==> src/common/aes_pkg.sv <==
`default_nettype none

package aes_pkg;

    localparam int AXIL_ADDR_W  = 6;
    localparam int AES_ROUNDS   = 10;
    localparam int PIPE_LATENCY = 11;

    typedef logic [127:0]           aes_block_t;  // bit 127 is byte 0 of the FIPS-197 order.
    typedef logic [7:0]             aes_byte_t;
    typedef logic [31:0]            axil_data_t;
    typedef logic [AXIL_ADDR_W-1:0] axil_addr_t;

    typedef enum logic [1:0] {
        ST_IDLE,
        ST_RUNNING,
        ST_DONE
    } ctrl_state_t;

    localparam axil_addr_t REG_KEY0   = 6'h00;  // key bits 127 to 96.
    localparam axil_addr_t REG_KEY1   = 6'h04;
    localparam axil_addr_t REG_KEY2   = 6'h08;
    localparam axil_addr_t REG_KEY3   = 6'h0C;
    localparam axil_addr_t REG_PT0    = 6'h10;
    localparam axil_addr_t REG_PT1    = 6'h14;
    localparam axil_addr_t REG_PT2    = 6'h18;
    localparam axil_addr_t REG_PT3    = 6'h1C;
    localparam axil_addr_t REG_CTRL   = 6'h20;  // bit 0 starts an encryption.
    localparam axil_addr_t REG_STATUS = 6'h24;  // bit 0 busy, bit 1 done.
    localparam axil_addr_t REG_CT0    = 6'h30;
    localparam axil_addr_t REG_CT1    = 6'h34;
    localparam axil_addr_t REG_CT2    = 6'h38;
    localparam axil_addr_t REG_CT3    = 6'h3C;

    localparam logic [1:0] RESP_OKAY   = 2'd0;
    localparam logic [1:0] RESP_SLVERR = 2'd2;

    // forward S-box, entry 0 in the top byte.
    localparam logic [2047:0] SBOX_TABLE = {
        128'h637c777bf26b6fc53001672bfed7ab76,
        128'hca82c97dfa5947f0add4a2af9ca472c0,
        128'hb7fd9326363ff7cc34a5e5f171d83115,
        128'h04c723c31896059a071280e2eb27b275,
        128'h09832c1a1b6e5aa0523bd6b329e32f84,
        128'h53d100ed20fcb15b6acbbe394a4c58cf,
        128'hd0efaafb434d338545f9027f503c9fa8,
        128'h51a3408f929d38f5bcb6da2110fff3d2,
        128'hcd0c13ec5f974417c4a77e3d645d1973,
        128'h60814fdc222a908846eeb814de5e0bdb,
        128'he0323a0a4906245cc2d3ac629195e479,
        128'he7c8376d8dd54ea96c56f4ea657aae08,
        128'hba78252e1ca6b4c6e8dd741f4bbd8b8a,
        128'h703eb5664803f60e613557b986c11d9e,
        128'he1f8981169d98e949b1e87e9ce5528df,
        128'h8ca1890dbfe6426841992d0fb054bb16
    };

    function automatic aes_byte_t sbox(input aes_byte_t b);
        return SBOX_TABLE[2047 - 8*b -: 8];
    endfunction

    function automatic aes_byte_t xtime(input aes_byte_t b);
        return {b[6:0], 1'b0} ^ (b[7] ? 8'h1b : 8'h00);  // reduce by x^8+x^4+x^3+x+1.
    endfunction

    function automatic aes_byte_t mul3(input aes_byte_t b);
        return xtime(b) ^ b;
    endfunction

    function automatic aes_byte_t rcon_of(input int round_num);
        aes_byte_t rc;
        rc = 8'h01;
        for (int r = 1; r < round_num; r++)
            rc = xtime(rc);  // x^(round-1) in GF(2^8).
        return rc;
    endfunction

endpackage

`default_nettype wire

==> src/logic/aes_axil_ctrl.sv <==
`timescale 1ns/100ps
`default_nettype none

module aes_axil_ctrl (
    input  wire                      clk,
    input  wire                      rst,
    input  wire                      awvalid,
    output logic                     awready,
    input  wire aes_pkg::axil_addr_t awaddr,
    input  wire                      wvalid,
    output logic                     wready,
    input  wire aes_pkg::axil_data_t wdata,
    input  wire [3:0]                wstrb,  // full-word writes only.
    output logic                     bvalid,
    input  wire                      bready,
    output logic [1:0]               bresp,
    input  wire                      arvalid,
    output logic                     arready,
    input  wire aes_pkg::axil_addr_t araddr,
    output logic                     rvalid,
    input  wire                      rready,
    output aes_pkg::axil_data_t      rdata,
    output logic [1:0]               rresp,
    output logic                     pipe_valid,
    output aes_pkg::aes_block_t      pipe_block,
    output aes_pkg::aes_block_t      pipe_key,
    input  wire                      result_valid,
    input  wire aes_pkg::aes_block_t result_block
);
    import aes_pkg::*;

    ctrl_state_t state;
    aes_block_t  key_q;
    aes_block_t  pt_q;
    aes_block_t  ct_q;
    logic        wr_fire;
    logic        rd_fire;
    logic        start_req;
    logic [1:0]  wr_resp;
    axil_data_t  rd_data;
    logic [1:0]  rd_resp;

    assign wr_fire    = awvalid && wvalid && !bvalid;  // address and data taken together.
    assign awready    = wr_fire;
    assign wready     = wr_fire;
    assign rd_fire    = arvalid && !rvalid;
    assign arready    = rd_fire;
    assign pipe_block = pt_q;
    assign pipe_key   = key_q;

    always_comb
    begin
        start_req = 1'b0;
        wr_resp   = RESP_OKAY;
        case (awaddr)
            REG_KEY0, REG_KEY1, REG_KEY2, REG_KEY3,
            REG_PT0, REG_PT1, REG_PT2, REG_PT3:
                wr_resp = RESP_OKAY;
            REG_CTRL:
            begin
                if (wdata[0] && state == ST_RUNNING)
                    wr_resp = RESP_SLVERR;  // one block in flight at a time.
                else
                    start_req = wdata[0];
            end
            default:
                wr_resp = RESP_SLVERR;  // status, ciphertext and holes.
        endcase
    end

    always_comb
    begin
        rd_data = '0;
        rd_resp = RESP_OKAY;
        case (araddr)
            REG_KEY0:   rd_data = key_q[127:96];
            REG_KEY1:   rd_data = key_q[95:64];
            REG_KEY2:   rd_data = key_q[63:32];
            REG_KEY3:   rd_data = key_q[31:0];
            REG_PT0:    rd_data = pt_q[127:96];
            REG_PT1:    rd_data = pt_q[95:64];
            REG_PT2:    rd_data = pt_q[63:32];
            REG_PT3:    rd_data = pt_q[31:0];
            REG_CTRL:   rd_data = '0;
            REG_STATUS: rd_data = {30'd0, (state == ST_DONE), (state == ST_RUNNING)};
            REG_CT0:    rd_data = ct_q[127:96];
            REG_CT1:    rd_data = ct_q[95:64];
            REG_CT2:    rd_data = ct_q[63:32];
            REG_CT3:    rd_data = ct_q[31:0];
            default:    rd_resp = RESP_SLVERR;
        endcase
    end

    always_ff @(posedge clk)
    begin
        if (wr_fire)
        begin
            bresp <= wr_resp;
            case (awaddr)
                REG_KEY0: key_q[127:96] <= wdata;
                REG_KEY1: key_q[95:64]  <= wdata;
                REG_KEY2: key_q[63:32]  <= wdata;
                REG_KEY3: key_q[31:0]   <= wdata;
                REG_PT0:  pt_q[127:96]  <= wdata;
                REG_PT1:  pt_q[95:64]   <= wdata;
                REG_PT2:  pt_q[63:32]   <= wdata;
                REG_PT3:  pt_q[31:0]    <= wdata;
                default: ;
            endcase
        end
        if (rd_fire)
        begin
            rdata <= rd_data;
            rresp <= rd_resp;
        end
        if (result_valid)
            ct_q <= result_block;
    end

    always_ff @(posedge clk)
    begin
        if (rst)
        begin
            state      <= ST_IDLE;
            pipe_valid <= 1'b0;
            bvalid     <= 1'b0;
            rvalid     <= 1'b0;
        end
        else
        begin
            pipe_valid <= wr_fire && start_req;  // one-cycle launch pulse.
            if (wr_fire && start_req)
                state <= ST_RUNNING;
            else if (result_valid && state == ST_RUNNING)
                state <= ST_DONE;

            if (wr_fire)
                bvalid <= 1'b1;
            else if (bready)
                bvalid <= 1'b0;

            if (rd_fire)
                rvalid <= 1'b1;
            else if (rready)
                rvalid <= 1'b0;
        end
    end

endmodule

`default_nettype wire

==> config.mk <==
export PLATFORM = sky130hd
export DESIGN_NAME = aes_axil_ctrl
export DESIGN_NICKNAME = d
export VERILOG_FILES = /design/src/common/aes_pkg.sv /design/src/logic/aes_axil_ctrl.sv
export SDC_FILE = /design/constraint.sdc
export NUM_CORES = 1
export LEC_CHECK = 0
export ABC_AREA = 1
export BUFFER_PORTS_ARGS = -buffer_cell sky130_fd_sc_hd__buf_4
export CAP_MARGIN = 15
export CELL_PAD_IN_SITES_DETAIL_PLACEMENT = 1
export CELL_PAD_IN_SITES_GLOBAL_PLACEMENT = 1
export CORE_MARGIN = 3
export CORE_UTILIZATION = 40
export DETAILED_ROUTE_END_ITERATION = 10
export PLACE_DENSITY_LB_ADDON = 0.2
export RECOVER_POWER = 25
export SYNTH_ARGS = -nofsm -noshare
export SYNTH_HDL_FRONTEND = slang
export SYNTH_SLANG_ARGS = --single-unit
==> constraint.sdc <==
create_clock -name clk -period 5.56 [get_ports clk]
set_clock_uncertainty 0.1 [all_clocks]
set_input_delay 0.834 -clock clk [delete_from_list [all_inputs] [get_ports clk]]
set_output_delay 0.834 -clock clk [all_outputs]
set_load 0.05 [all_outputs]
# Word level (Yosys, flattened, before mapping)
# Cells that the tools add are included.
# Widths: inputs -> output; s select.
# op_classes
eq_ne	23
mux	12
n_reduce_logical	24
# ops
op	n
$pmux 32 s13	1
$eq 6x5->1 const B	8
$eq 6x6->1 const B	7
$eq 6x4->1 const B	4
$reduce_and 2->1	8
$reduce_or 14->1	1
$eq 6x3->1 const B	2
$logic_not 6->1	2
$mux 1	8
$reduce_or 8->1	1
$logic_and 1x1->1	6
$reduce_bool 2->1	3
$mux 2	2
$pmux 2 s2	1
$eq 2x1->1 const B	1
$eq 2x2->1 const B	1
$logic_not 1->1	2
$reduce_or 2->1	1
# word_totals
register_bits	425
out_inout_bits	298
wordCells	76

# Depth between registers and ports, before layout
# logic_depth
depth_word	6
depth_mapped	9
ltp_nobuf	8

# Worst setup path after synthesis
# No wires, ideal clock.
# synth_path
kind	input port to flip-flop
startpoint	in awaddr[1]
endpoint	reg key_q[100], in the netlist pipe_key[100] (enable)
setup_time_ns	0.505
arrival_time_ns	4.226
path_slack_ns	0.730
stages	3
path_buffers	0
path_cell_list	nor2_1 -> nand3_1 -> nor4_1
# synth_via
elab_chain_cells	2
# synth_lines
item	line	text
from (decl)	aes_axil_ctrl.sv:9	input wire aes_pkg::axil_addr_t awaddr,
$logic_not 6->1	aes_axil_ctrl.sv:99	case (awaddr)
$reduce_and 2->1 (no line)	-	
to (signal assigned)	aes_axil_ctrl.sv:100	REG_KEY0: key_q[127:96] <= wdata;
to (decl)	aes_axil_ctrl.sv:33	aes_block_t key_q;
# Every way passes these cells.
# A chain may end at the register's enable or synchronous reset.

# Worst setup path in the final report
# layout_path
startpoint	in arvalid
endpoint	out arready
# layout_via
elab_chain_cells	1
# layout_lines
item	line	text
from (decl)	aes_axil_ctrl.sv:17	input wire arvalid,
$logic_and 1x1->1	aes_axil_ctrl.sv:46	assign rd_fire = arvalid && !rvalid;
to (decl)	aes_axil_ctrl.sv:18	output logic arready,
# Every way passes these cells.

==> flow_summary.json <==
{
  "r2r_cells": 6,
  "die_y_um": 207,
  "ys_seq_area_frac": 0.786,
  "worst_slack_ns": 2.62,
  "grt_max_degree": 88,
  "reg2reg_to": "pipe_block[47]",
  "antenna_found_initial": 5,
  "fin_crit_ns": 2.94,
  "async_flop_share": 0,
  "ys.flop_type": "edfxtp_1",
  "fp.coreArea_mm2": 0.0392,
  "fin_nets": 1977,
  "place.gp.congestion": 0.798,
  "relSlewSlack": 0.239,
  "grt_pass1_wl_um": 86000,
  "row_count": 72,
  "final-hold-violation-count": 0,
  "r2r_slack_ns": 2.76,
  "postCtsHoldBufs": 0,
  "critical_path.startpoint": "arvalid",
  "multi_input_area_mm2": 0.00317,
  "worstPathRequired_ns": 4.63,
  "grt_pass1_vias": 12633,
  "rsz0062_at_grt": "false",
  "route.vias.total": 12005,
  "regArea_mm2": 0.0127,
  "cp-start-kind": "input port",
  "endpoint_kind": "output pin",
  "max-vdd-ir-drop_mv": 0.288,
  "die_w_um": 207,
  "grtUsageTotal": 0.284,
  "power_uw": 7020,
  "crit_type": "in -> out",
  "post-cts-setup-buffers": 0,
  "drive_above_1_share": 0.299,
  "path_clk_slew_ns": 0.06,
  "cts_tree": "built",
  "synth_cells": 1292,
  "finalSetupTns_ns": 0,
  "crit_fanout": 35,
  "arrival_ns": 2.01,
  "worst_pin_slew_ns": 1.14,
  "viasPerCell": 5.11,
  "grtUsageMet2": 0.501,
  "crit_path_end": "arready",
  "fmax_ghz": 0.340,
  "ant_nets": 0,
  "post-route-period-util": 0.529,
  "drt_wl_total_um": 61800,
  "slew_violations": 0,
  "postCtsResizedCells": 0,
  "met1_usage": 0.332,
  "wl_per_cell_um": 26.3,
  "gr-total-overflow": 0,
  "ys_warn_count": 0,
  "p_leak_uw": 0.00908,
  "io_buffers": 475,
  "top_usage_layer": "met2",
  "drt-initial-drc-count": 814,
  "clockBufferDepth": 3,
  "insertion_delay_ns": 0.58,
  "clock_sinks": 423,
  "synth-seq-cells": 423,
  "synth_edf_count": 418,
  "cts_root_buffer": "clkbuf_16",
  "io_pins": 482,
  "drc": 0,
  "dieArea_mm2": 0.0427,
  "netlist-cell-type-count": 21,
  "hpwl_um": 40400,
  "cts_inserted_buffers": 46,
  "cap_violations": 0,
  "status": "finished, final reports clean",
  "cellPowerDensity_mw_per_mm2": 324,
  "r2r-start": "bvalid",
  "dp_cells": 2263,
  "drt_first_pass_iters": 5,
  "syn_avg_cell_area_um2": 12.5,
  "n_fill_cell": 4132,
  "area_delta_synth_final_pct": 34.6,
  "syn_area_mm2": 0.0161,
  "start_util": 0.411,
  "dp_slack_ns": 2.16,
  "setup_viol": 0,
  "stdcell_count": 2348,
  "grt.met3_usage": 0.0902,
  "cts_max_level": 2,
  "min_path_type": "in -> reg"
}
## flip-flops by register name, indices dropped and copies added, names as in the netlist
register,cells
bvalid,1
rvalid,1
state,2
pipe_block,128
rresp,1
pipe_key,128
bresp,1
pipe_valid,1
rdata,32
ct_q,128
## layout make-up
class / instances / share of cell area
Multi-Input combinational cell: 784 / 0.146
Tap cell: 518 / 0.0299
Timing Repair Buffer: 492 / 0.165
Inverter: 46 / 0.00797
Clock buffer: 65 / 0.0588
Clock inverter: 17 / 0.00849
Sequential cell: 423 / 0.584
Antenna cell: 3 / 0.000346
## worst max-delay path: stages
cell and delay [ns]:
buf_4 0.07, inv_1 0.05, nor2_4 0.06, buf_4 0.63
buf_4 0.33
## placed cells by master (no fill, tap or decap), types with 4 or more instances in the layout
master / count
clkinv_2: 4
edfxtp_1: 418
clkbuf_16: 47
nand4_1: 7
nor3_1: 6
nor2_4: 14
clkbuf_1: 49
nand3_1: 46
clkinv_1: 8
dfxtp_1: 5
inv_1: 35
clkbuf_4: 119
inv_2: 10
bufinv_16: 4
nand2_1: 575
nor2_1: 121
nor2_2: 4
buf_4: 338
## synth_stat cells (2+ instances only)
library cell / number / share of area
buf_4: 4 / 0.0019
edfxtp_1: 418 / 0.78
inv_1: 38 / 0.0089
nand2_1: 575 / 0.13
nor3_1: 6 / 0.0019
buf_2: 36 / 0.011
inv_2: 8 / 0.0019
o21ai_0: 2 / 0.00062
nand3_1: 46 / 0.014
nand4_1: 7 / 0.0027
nor2_2: 8 / 0.0031
a21oi_1: 2 / 0.00062
nor2_1: 130 / 0.030
dfxtp_1: 5 / 0.0062
## power breakdown
part / switching [uW] / internal [uW]
combinational: 233 / 113
clock: 1250 / 1780
sequential: 31.4 / 3620
total: 1520 / 5510
## through the flow
stage / hold WS [ns] / util / cell area, um^2
2_1_floorplan: 0.364 / - / 16100
3_3_place_gp: 0.370 / 0.519 / 20300
3_5_place_dp: 0.382 / 0.519 / 20300
4_1_cts: 0.299 / 0.556 / 21800
5_1_grt: 0.322 / 0.553 / 21700
6_report: 0.343 / 0.553 / 21700
## how the worst min path moves through the flow
| stage | from | endpoint | cells after the start |
|---|---|---|---|
| global placement | bvalid | bvalid | 2 |
| global route | result_block[99] | ct_q[99] | 1 |
| floorplan | state[0] | state[0] | 2 |
| detailed placement | bvalid | bvalid | 2 |
| CTS | result_block[99] | ct_q[99] | 1 |
| finish | rst | bvalid | 2 |
## per-layer routing
layer	vias to the layer above	wire [um]	part of all wire
met5	-	27	0.00044
met4	4	1640	0.027
met3	107	5690	0.092
met2	525	31600	0.51
met1	6018	22800	0.37
li1	5351	-	-
## cells by family (layout without fill, tap and decap cells)
group,Yosys count,after routing,synth area share
buf+inv,86,620,0.0238
compound gates,7,7,0.00249
flops,423,423,0.786
other cells,1,5,0.000233
simple gates,775,775,0.188
Note: power is estimated with default switching activity, not from simulation.
